### config.mk
export PLATFORM = sky130hd
export DESIGN_NAME = mem_endpoint_bridge
export DESIGN_NICKNAME = d
export VERILOG_FILES = /design/src/verilog/bedrock_link_pkg.sv /design/src/verilog/link_deserializer.sv /design/src/verilog/link_serializer.sv /design/src/verilog/ack_return_queue.sv /design/src/verilog/credit_counter.sv /design/src/verilog/mem_endpoint_bridge.sv
export VERILOG_INCLUDE_DIRS = /design/src /design/src/verilog
export SDC_FILE = /design/constraint.sdc
export NUM_CORES = 1
export LEC_CHECK = 0
export BUFFER_PORTS_ARGS = -buffer_cell sky130_fd_sc_hd__buf_2
export CORE_AREA = 2 2 211 213
export CTS_BUF_LIST = sky130_fd_sc_hd__clkbuf_16
export DETAILED_ROUTE_END_ITERATION = 8
export DIE_AREA = 0 0 213 215
export SYNTH_ARGS = -nofsm -noshare
export SYNTH_HDL_FRONTEND = slang
export SYNTH_SLANG_ARGS = --single-unit
export TNS_END_PERCENT = 100
### constraint.sdc
create_clock -name clk_i -period 7.95 [get_ports clk_i]
set_input_delay 0.795 -clock clk_i [delete_from_list [all_inputs] [get_ports clk_i]]
set_output_delay 0.795 -clock clk_i [all_outputs]
set_load 0.01 [all_outputs]
### src/verilog/bedrock_link_config.svh
`ifndef BEDROCK_LINK_CONFIG_SVH
`define BEDROCK_LINK_CONFIG_SVH

// link side.
`define LINK_FLIT_W 32
`define LINK_MSG_W 128
`define LINK_FLITS 4

// memory side.
`define MEM_DATA_W 64

// requests in flight toward memory.
`define CREDIT_MAX 8
`define CREDIT_W 4

`endif

### src/verilog/bedrock_link_pkg.sv
`default_nettype none

`include "bedrock_link_config.svh"

package bedrock_link_pkg;

  // bedrock memory opcodes.
  typedef enum logic [3:0] {
    rd    = 4'b0000,
    wr    = 4'b0001,
    uc_rd = 4'b0010,
    uc_wr = 4'b0011,
    amo   = 4'b0101
  } mem_msg_e;

  typedef struct packed {
    mem_msg_e    msg_type;
    logic [3:0]  subop;
    logic [2:0]  size;
    logic [31:0] addr;
    logic [7:0]  lce_id;
    logic [7:0]  did;
  } mem_header_s;

  // byte aligned fields, msg_type in the lowest byte.
  localparam int unsigned aligned_pad_w = `LINK_MSG_W - 104;

  typedef struct packed {
    logic [aligned_pad_w-1:0] padding;
    logic [31:0]              data;
    logic [7:0]               lce_id;
    logic [7:0]               did;
    logic [31:0]              addr;
    logic [7:0]               size;
    logic [7:0]               subop;
    logic [7:0]               msg_type;
  } aligned_msg_s;

  // same word seen as fields or as link flits.
  typedef union packed {
    aligned_msg_s                              msg;
    logic [`LINK_FLITS-1:0][`LINK_FLIT_W-1:0] flits;  // flit 0 goes first.
  } aligned_word_u;

endpackage

`default_nettype wire

### src/verilog/link_deserializer.sv
`default_nettype none

`include "bedrock_link_config.svh"

module link_deserializer (
  input  wire logic                          clk_i,
  input  wire logic                          rst_n_i,

  input  wire logic [`LINK_FLIT_W-1:0]       flit_i,
  input  wire logic                          flit_v_i,
  output logic                               flit_ready_o,

  output bedrock_link_pkg::aligned_word_u    word_o,
  output logic                               word_v_o,
  input  wire logic                          word_ready_i
);

  localparam int unsigned cnt_w = $clog2(`LINK_FLITS);

  logic [cnt_w-1:0]                cnt_q;
  logic                            full_q;
  bedrock_link_pkg::aligned_word_u shift_q;
  logic                            flit_take;
  logic                            word_take;

  assign flit_ready_o = ~full_q;  // stall while a word waits.
  assign word_v_o     = full_q;
  assign word_o       = shift_q;

  assign flit_take = flit_v_i & flit_ready_o;
  assign word_take = word_v_o & word_ready_i;

  always_ff @(posedge clk_i) begin
    if (!rst_n_i) begin
      cnt_q  <= '0;
      full_q <= 1'b0;
    end else begin
      if (flit_take) begin
        if (cnt_q == cnt_w'(`LINK_FLITS - 1)) begin
          cnt_q  <= '0;
          full_q <= 1'b1;  // last flit in.
        end else begin
          cnt_q <= cnt_q + 1'b1;
        end
      end
      if (word_take) begin
        full_q <= 1'b0;
      end
    end
  end

  // new flits enter at the top, so the first one ends in slot 0.
  always_ff @(posedge clk_i) begin
    if (flit_take) begin
      shift_q.flits <= {flit_i, shift_q.flits[`LINK_FLITS-1:1]};
    end
  end

endmodule

`default_nettype wire

### src/verilog/link_serializer.sv
`default_nettype none

`include "bedrock_link_config.svh"

module link_serializer (
  input  wire logic                            clk_i,
  input  wire logic                            rst_n_i,

  input  wire bedrock_link_pkg::aligned_word_u word_i,
  input  wire logic                            word_v_i,
  output logic                                 word_ready_o,

  output logic [`LINK_FLIT_W-1:0]              flit_o,
  output logic                                 flit_v_o,
  input  wire logic                            flit_ready_i
);

  localparam int unsigned idx_w = $clog2(`LINK_FLITS);

  bedrock_link_pkg::aligned_word_u word_q;
  logic [idx_w-1:0]                idx_q;
  logic                            busy_q;
  logic                            word_take;
  logic                            flit_take;

  assign word_ready_o = ~busy_q;  // one word at a time.
  assign flit_v_o     = busy_q;
  assign flit_o       = word_q.flits[idx_q];

  assign word_take = word_v_i & word_ready_o;
  assign flit_take = flit_v_o & flit_ready_i;

  always_ff @(posedge clk_i) begin
    if (!rst_n_i) begin
      busy_q <= 1'b0;
      idx_q  <= '0;
    end else if (word_take) begin
      busy_q <= 1'b1;
      idx_q  <= '0;
    end else if (flit_take) begin
      if (idx_q == idx_w'(`LINK_FLITS - 1)) begin
        busy_q <= 1'b0;  // word drained.
        idx_q  <= '0;
      end else begin
        idx_q <= idx_q + 1'b1;
      end
    end
  end

  always_ff @(posedge clk_i) begin
    if (word_take) begin
      word_q <= word_i;
    end
  end

endmodule

`default_nettype wire

### src/verilog/ack_return_queue.sv
`default_nettype none

module ack_return_queue (
  input  wire logic                          clk_i,
  input  wire logic                          rst_n_i,

  input  wire bedrock_link_pkg::mem_header_s hdr_i,
  input  wire logic                          hdr_v_i,
  output logic                               hdr_ready_o,

  output bedrock_link_pkg::mem_header_s      hdr_o,
  output logic                               hdr_v_o,
  input  wire logic                          hdr_ready_i
);

  bedrock_link_pkg::mem_header_s mem_q [2];
  logic                          wr_ptr_q;
  logic                          rd_ptr_q;
  logic [1:0]                    count_q;
  logic                          enq;
  logic                          deq;

  assign hdr_ready_o = (count_q != 2'd2);
  assign hdr_v_o     = (count_q != 2'd0);
  assign hdr_o       = mem_q[rd_ptr_q];

  assign enq = hdr_v_i & hdr_ready_o;
  assign deq = hdr_v_o & hdr_ready_i;

  always_ff @(posedge clk_i) begin
    if (!rst_n_i) begin
      wr_ptr_q <= 1'b0;
      rd_ptr_q <= 1'b0;
      count_q  <= 2'd0;
    end else begin
      if (enq) wr_ptr_q <= ~wr_ptr_q;
      if (deq) rd_ptr_q <= ~rd_ptr_q;
      if (enq && !deq) count_q <= count_q + 2'd1;
      else if (deq && !enq) count_q <= count_q - 2'd1;  // both at once keeps count.
    end
  end

  always_ff @(posedge clk_i) begin
    if (enq) begin
      mem_q[wr_ptr_q] <= hdr_i;
    end
  end

endmodule

`default_nettype wire

### src/verilog/credit_counter.sv
`default_nettype none

`include "bedrock_link_config.svh"

module credit_counter (
  input  wire logic                 clk_i,
  input  wire logic                 rst_n_i,

  input  wire logic                 send_i,
  input  wire logic                 return_i,

  output logic [`CREDIT_W-1:0]      credits_o
);

  logic [`CREDIT_W-1:0] count_q;

  assign credits_o = count_q;

  always_ff @(posedge clk_i) begin
    if (!rst_n_i) begin
      count_q <= '0;
    end else if (send_i && !return_i) begin
      if (count_q != `CREDIT_W'(`CREDIT_MAX)) count_q <= count_q + 1'b1;  // saturate high.
    end else if (return_i && !send_i) begin
      if (count_q != '0) count_q <= count_q - 1'b1;
    end
  end

endmodule

`default_nettype wire

### src/verilog/mem_endpoint_bridge.sv
`default_nettype none

`include "bedrock_link_config.svh"

module mem_endpoint_bridge (
  input  wire logic                          clk_i,
  input  wire logic                          rst_n_i,

  // link in, toward memory.
  input  wire logic [`LINK_FLIT_W-1:0]       fwd_flit_i,
  input  wire logic                          fwd_flit_v_i,
  output logic                               fwd_flit_ready_o,

  output bedrock_link_pkg::mem_header_s      mem_fwd_header_o,
  output logic [`MEM_DATA_W-1:0]             mem_fwd_data_o,
  output logic                               mem_fwd_v_o,
  input  wire logic                          mem_fwd_ready_i,

  // memory responses, back out the link.
  input  wire bedrock_link_pkg::mem_header_s mem_rev_header_i,
  input  wire logic [`MEM_DATA_W-1:0]        mem_rev_data_i,
  input  wire logic                          mem_rev_v_i,
  output logic                               mem_rev_ready_o,

  output logic [`LINK_FLIT_W-1:0]            rev_flit_o,
  output logic                               rev_flit_v_o,
  input  wire logic                          rev_flit_ready_i,

  // local requests, out the link.
  input  wire bedrock_link_pkg::mem_header_s mem_fwd_header_i,
  input  wire logic [`MEM_DATA_W-1:0]        mem_fwd_data_i,
  input  wire logic                          mem_fwd_v_i,
  output logic                               mem_fwd_ready_o,

  output logic [`LINK_FLIT_W-1:0]            fwd_flit_o,
  output logic                               fwd_flit_v_o,
  input  wire logic                          fwd_flit_ready_i,

  output bedrock_link_pkg::mem_header_s      mem_rev_header_o,
  output logic                               mem_rev_v_o,
  input  wire logic                          mem_rev_ready_i,

  output logic [`CREDIT_W-1:0]               credits_used_o
);

  // header plus low data word into the byte aligned link format.
  function automatic bedrock_link_pkg::aligned_word_u pack_msg(
    input bedrock_link_pkg::mem_header_s hdr,
    input logic [31:0]                   data
  );
    bedrock_link_pkg::aligned_word_u word;
    word.msg.padding  = '0;
    word.msg.data     = data;
    word.msg.lce_id   = hdr.lce_id;
    word.msg.did      = hdr.did;
    word.msg.addr     = hdr.addr;
    word.msg.size     = 8'(hdr.size);
    word.msg.subop    = 8'(hdr.subop);
    word.msg.msg_type = 8'(hdr.msg_type);
    return word;
  endfunction

  function automatic bedrock_link_pkg::mem_header_s unpack_hdr(
    input bedrock_link_pkg::aligned_msg_s msg
  );
    bedrock_link_pkg::mem_header_s hdr;
    hdr.msg_type = bedrock_link_pkg::mem_msg_e'(msg.msg_type[3:0]);
    hdr.subop    = msg.subop[3:0];
    hdr.size     = msg.size[2:0];
    hdr.addr     = msg.addr;
    hdr.lce_id   = msg.lce_id;
    hdr.did      = msg.did;
    return hdr;
  endfunction

  bedrock_link_pkg::aligned_word_u fwd_in_word;
  bedrock_link_pkg::aligned_word_u rev_word;
  bedrock_link_pkg::aligned_word_u fwd_out_word;
  logic                            rev_has_data;
  logic                            fwd_ser_ready;
  logic                            ack_q_ready;

  link_deserializer u_fwd_des (
    .clk_i       (clk_i),
    .rst_n_i     (rst_n_i),
    .flit_i      (fwd_flit_i),
    .flit_v_i    (fwd_flit_v_i),
    .flit_ready_o(fwd_flit_ready_o),
    .word_o      (fwd_in_word),
    .word_v_o    (mem_fwd_v_o),
    .word_ready_i(mem_fwd_ready_i)
  );

  assign mem_fwd_header_o = unpack_hdr(fwd_in_word.msg);
  assign mem_fwd_data_o   = {2{fwd_in_word.msg.data}};  // single word, both halves.

  // only responses with data go back over the link.
  assign rev_word     = pack_msg(mem_rev_header_i, mem_rev_data_i[31:0]);
  assign rev_has_data = mem_rev_header_i.msg_type inside
                        {bedrock_link_pkg::uc_rd, bedrock_link_pkg::rd, bedrock_link_pkg::amo};

  link_serializer u_rev_ser (
    .clk_i       (clk_i),
    .rst_n_i     (rst_n_i),
    .word_i      (rev_word),
    .word_v_i    (mem_rev_v_i & rev_has_data),
    .word_ready_o(mem_rev_ready_o),
    .flit_o      (rev_flit_o),
    .flit_v_o    (rev_flit_v_o),
    .flit_ready_i(rev_flit_ready_i)
  );

  // request needs both the link and an ack slot.
  assign fwd_out_word    = pack_msg(mem_fwd_header_i, mem_fwd_data_i[31:0]);
  assign mem_fwd_ready_o = fwd_ser_ready & ack_q_ready;

  link_serializer u_fwd_ser (
    .clk_i       (clk_i),
    .rst_n_i     (rst_n_i),
    .word_i      (fwd_out_word),
    .word_v_i    (mem_fwd_v_i & ack_q_ready),
    .word_ready_o(fwd_ser_ready),
    .flit_o      (fwd_flit_o),
    .flit_v_o    (fwd_flit_v_o),
    .flit_ready_i(fwd_flit_ready_i)
  );

  ack_return_queue u_ack_q (
    .clk_i      (clk_i),
    .rst_n_i    (rst_n_i),
    .hdr_i      (mem_fwd_header_i),
    .hdr_v_i    (mem_fwd_v_i & fwd_ser_ready),
    .hdr_ready_o(ack_q_ready),
    .hdr_o      (mem_rev_header_o),
    .hdr_v_o    (mem_rev_v_o),
    .hdr_ready_i(mem_rev_ready_i)
  );

  credit_counter u_credits (
    .clk_i    (clk_i),
    .rst_n_i  (rst_n_i),
    .send_i   (mem_fwd_v_o & mem_fwd_ready_i),
    .return_i (mem_rev_v_i & mem_rev_ready_o),  // write acks count too.
    .credits_o(credits_used_o)
  );

endmodule

`default_nettype wire

Word level (Yosys, flattened, before mapping)
Memory sizes are Yosys's and may differ from the RTL's. A register that Yosys moved wholly into a read port is not among the register bits.
Cells that the tools add are included.

operators by class
  $add $sub $neg = 7
  $mul = 0
  div/mod/pow operators = 0
  order comparisons = 2
  eq/ne operators = 8
  shifts and indexed selects = 0
  muxes and demuxes = 23
  bitwise logic cells = 19
  reductions and logical operators = 26

operators by type and width
  kind                                                                   number
  32-bit binary-select mux with 2-bit select                             2
  32-bit two-way mux                                                     2
  4-bit two-way mux                                                      4
  2-bit nonzero test                                                     8
  1-bit bitwise AND                                                      13
  1-bit two-way mux                                                      10
  2-bit two-way mux                                                      5
  2-bit by 1-bit adder with 2-bit output, second input constant          4
  2-bit equality test, second input constant                             3
  2-bit by 3-bit < comparator with 1-bit output, second input constant   2
  1-bit inverter                                                         6
  2-bit AND reduction                                                    3
  2-bit OR reduction                                                     3
  4-bit by 1-bit adder with 4-bit output, second input constant          1
  4-bit by 2-bit equality test with 1-bit output, second input constant  1
  4-bit by 3-bit equality test with 1-bit output, second input constant  1
  1-bit logical AND                                                      4
  1-bit logical NOT                                                      4
  4-bit logical NOT                                                      1
  2-bit inequality test, second input constant                           2
  4-bit inequality test, second input constant                           1
  4-bit nonzero test                                                     1
  4-bit by 1-bit subtractor with 4-bit output, second input constant     1
  3-bit AND reduction                                                    1
  other kinds (2)                                                        2

storage, ports and cells
  register bits = 327
  latch bits = 0
  bits in writable memories = 118
  memory bits (read-only) = 0
  output and inout port bits = 257
  word-level logic and storage cells = 99
  memories = 1

memory list
  memory         words  bits a word  rd ports  clocked after Yosys merged registers in  wr ports  line                    source
  u_ack_q.mem_q  2      59           1         1                                        1         ack_return_queue.sv:16  bedrock_link_pkg::mem_header_s mem_q [2];

Logic depth before layout (Yosys ltp)
  word-level depth = 7
  depth in mapped cells = 7
  gate-level depth less buffers = 7

Modules after synthesis
From an unflattened synthesis, not the netlist that was laid out.

second synthesis, totals
  cells, all modules = 792
  area, all modules = 18734.2 um2

modules (own cells, without submodules)
  module               instances  cells each  area an instance (um2)  sequential area each (um2)
  link_serializer      2          186         4817.1                  3903.7
  ack_return_queue     1          208         4535.6                  3643.5
  link_deserializer    1          141         3985.1                  3903.7
  mem_endpoint_bridge  1          42          304.0                   0.0
  credit_counter       1          29          275.3                   80.1

Worst setup path before layout
No wires, ideal clock.

  path type = input-to-reg
  from = input port mem_rev_header_i[55] in the netlist's numbering
  to = register u_rev_ser.idx_q[0]
  data arrival time = 8411 ps
  required time = 7827 ps
  path slack = -584 ps
  stages = 4
  path buffers = 0
  cells stage by stage = or2_1 a211oi_1 nand2b_1 nor2_1

on the way
  word-level cells in the longest chain between the ends = 5
  elaborated cells on any way between the ends = 7

ends and longest elaborated chain
  item                                                                    line                        source
  start: declaration                                                      mem_endpoint_bridge.sv:20   input wire bedrock_link_pkg::mem_header_s mem_rev_header_i,
  4-bit by 2-bit equality test with 1-bit output (tied with other cells)  mem_endpoint_bridge.sv:99   assign rev_has_data = mem_rev_header_i.msg_type inside
  3-bit nonzero test *                                                    mem_endpoint_bridge.sv:99
  1-bit bitwise AND *                                                     mem_endpoint_bridge.sv:106  .word_v_i (mem_rev_v_i & rev_has_data),
  1-bit bitwise AND *                                                     link_serializer.sv:30       assign word_take = word_v_i & word_ready_o;
  via u_rev_ser.word_take                                                 link_serializer.sv:23       logic word_take;
  2-bit OR reduction (no line) *                                          n/a
  end signal: assignment                                                  link_serializer.sv:45       idx_q <= idx_q + 1'b1;
  end: declaration                                                        link_serializer.sv:21       logic [idx_w-1:0] idx_q;

Mark *: on every way through the listed nets, which the timed path passes. The rest lies on a longest branch.
A chain may end at the register's enable or synchronous reset.

Worst setup path after layout
  from = register u_rev_ser.idx_q[0]
  to = output port rev_flit_o[9]

on the way
  word-level cells in the longest chain between the ends = 2

ends and longest elaborated chain
  item                                        line                       source
  32-bit binary-select mux with 2-bit select  link_serializer.sv:28      assign flit_o = word_q.flits[idx_q];
  32-bit two-way mux (implied by the code)    link_serializer.sv:28
  end: declaration                            mem_endpoint_bridge.sv:25  output logic [`LINK_FLIT_W-1:0] rev_flit_o,

No other way between the ends. The select of a mux whose other input is x is not followed.

==> reports/metrics.cfg <==
[run_status]
status = finished, final reports clean

[drt]
num_vias = 8690
ant_nets = 0
drtIter0Drc = 559
wire_per_inst_um = 19.1
drc = 0
wirelength_um = 36100
first_pass_iters = 4
routed_via_density = 4.59

[power]
power_density_nw_per_um2 = 284
p_int_mw = 4.20
ir_drop_mv = 0.209
p_seq_share_pct = 50.8
power.switching_mw = 1.43
clockPowerShare_pct = 34.5
finalPower_mw = 5.63
swShare_pct = 25.4
p_leak_nw = 7.52
p_comb_share_pct = 14.7

[critical_path]
cp.depth = 5
worstPathArrival_ps = 2840
rrSetupSlack_ps = 5260
required_ps = 7150
start_kind = flip-flop
crit_end = rev_flit_o[9]
timing.rr.end = u_ack_q.mem_q[0][10]
crit_type = flip-flop to output pin
cp-end-kind = output pin
critPathMaxFanout = 24
r2r_cells = 5
path_buf_inv = 2
crit_start = u_rev_ser.idx_q[0]
critPathTopFamily = simple AND/OR/NAND/NOR gates
critPathMaxStageDelay_ps = 900
path_cells = buf_4 -> nor2b_2 -> nand2_1 -> o21ai_0 -> buf_2
r2r-start = u_ack_q.count_q[0]
cp_slowest_cell = nor2b_2

[global_routing]
grtUsageTotal_pct = 15.6
grt_pass1_vias = 8802
grt_pass1_wl_um = 53200
antenna_found_initial = 6
grt_overflow_total = 0
grt_max_degree = 90

[yosys]
yosysTopAreaCellShare_pct = 76.5
synth_edf_count = 415
ys_types = 48
synthTopCellsByArea = edfxtp_1 (77%), buf_4 (5.9%), mux2_2 (4.4%)
ys.warnings.count = 0
synthFlopType = edfxtp_1
syn_nets = 1168
yosysTopAreaCell = edfxtp_1
synthCells = 875
netlist_area_sq_um = 16300
synth.avg_cell_area_sq_um = 18.6
ys_ff_latch = 433
async_flop_share_pct = 0
yosysSeqAreaShare_pct = 78.7

[clock_network]
cts_setup_buffers = 0
cts_htree_levels = 2
cts_sinks = 433
cts_tree = built
cts-buffers-inserted = 46
cts.clk_slew.worst_paths_ps = 60
clkLatencyLatePin_ps = 580
clockRootBuffer = clkbuf_16
cts_resized = 0
ctsHoldBuffers = 0
cts_max_path_buffers = 3

[floorplan]
coreArea_sq_um = 43600
die_w_um = 213
start_util_pct = 37.3
die_area_sq_um = 45800
ios = 544
chipHeight_um = 215
row_count = 77

[timing]
fin_setup_tns_ps = 0
slew_headroom_pct = 15.8
fin_skew_ps = 27.6
finalCritPeriodShare_pct = 45.8
setup_viol = 0
fmax_ghz = 0.275
period_needed_ps = 3640
worst_pin_slew_ps = 1260
drv_slew = 0
rsz0062_at_grt = no
hold_viol_final = 0

[cells_and_area]
fillCellCount = 3809
multi_input_area_sq_um = 2400
final_nets = 1556
final_common_cell = buf_2
drive_above_1_share_pct = 49.2
most-common-layout-cells = buf_2 (479), edfxtp_1 (415), mux2_2 (63)
register_area_sq_um = 12800
syn_to_final_growth_pct = 21.9
postLayoutCellArea_sq_um = 19900

[worst_hold_path]
hold_class = input port to flip-flop
whs_path_depth = 1

[run]
max_cap_viol_count = 0

[placement]
port_buffers = 479
placed_cell_area_sq_um = 18500
place_hpwl_um = 24400
place.gp.congestion = 0.808

power by group through the flow:
stage               clock [mW]  combinational (mW)  sequential (mW)
floorplan                    0               0.522             2.89
global placement             0               0.839             2.90
detailed placement           0               0.846             2.91
CTS                       2.01               0.851             2.86
global route              2.10               0.901             2.88
finish                    1.94               0.828             2.86
how the worst min path moves through the flow:
stage / endpoint / slack (ps) / startpoint
floorplan: u_fwd_des.word_o[72] / 400 / u_fwd_des.word_o[104]
global placement: u_fwd_des.word_o[94] / 400 / u_fwd_des.word_o[126]
detailed placement: u_fwd_des.word_o[82] / 400 / u_fwd_des.word_o[114]
CTS: u_fwd_ser.word_q[83] / 340 / mem_fwd_data_i[11]
global route: u_fwd_ser.word_q[101] / 350 / mem_fwd_data_i[29]
finish: u_fwd_ser.word_q[83] / 390 / mem_fwd_data_i[11]
cells in the mapped netlist (all sizes together), types with 2 or more instances:
cell    instances
a211oi          4
a21oi          10
a22o           26
buf           145
clkbuf          6
dfxtp          18
edfxtp        415
ha              6
inv             5
mux2           67
mux2i          32
mux4            8
nand2          41
nand2b          3
nand3           5
nand3b          2
nor2           14
nor2b           7
nor3            5
o21a            2
o21ai          32
o32ai           2
or2             3
xor2            3
worst reg2reg max path: stages, from the launching register on:
cell and delay (ps):
dfxtp_1 390, inv_1 120, a211oi_4 200, buf_4 520
nor2b_4 260, buf_4 660
registers in the layout (all words and copies together), names as in the netlist, named ones only:
signal and flops:
u_fwd_ser.flit_v_o 1, u_ack_q.rd_ptr_q 1, u_ack_q.mem_q 118, u_rev_ser.word_q 91
u_fwd_des.word_o 115, u_rev_ser.flit_v_o 1, u_fwd_ser.word_q 91, u_credits.credits_o 4
u_fwd_ser.idx_q 2, u_ack_q.wr_ptr_q 1, u_fwd_des.cnt_q 2, u_ack_q.count_q 2
u_fwd_des.word_v_o 1, u_rev_ser.idx_q 2
stage by stage:
step | utilization (%) | hold slack [ps] | instances | setup WS (ps)
global route | 45.5 | 351 | 1894 | 4140
floorplan | - | 400 | 875 | 1370
global placement | 42.3 | 402 | 1807 | 4830
CTS | 45.5 | 344 | 1892 | 4280
finish | 45.5 | 386 | 1895 | 4310
detailed placement | 42.3 | 405 | 1807 | 4800
layout make-up:
type	instances	area share, %
sequential	433	64.6
timing repair buffer	491	12.5
multi-input combinational	286	12.1
clock buffer	46	5.80
tap	592	3.73
clock inverter	39	1.10
inverter	5	0.0945
antenna	3	0.0378
per-layer routing:
metal,up-vias,GRT usage (%),part of all wire (%)
met5,-,0,0.055
met4,4,6.13,3.3
met3,74,4.76,7.3
met2,312,25.1,48
met1,4289,19.6,41
li1,4011,-,-
cell families (layout without fill, tap and decap cells):
logic type	count (synthesis)	count (layout)	share of synthesized area (%)
AOI/OAI and AO/OA	84	84	3.73
xor gates and xnor gates	4	4	0.215
adders and majority gates	6	6	0.461
buffers and inverters	156	581	6.75
DFF	433	433	78.7
muxes	107	107	7.70
other	0	3	0
and+or+nand+nor	85	85	2.43
Note: power is estimated with default switching activity, not from simulation.
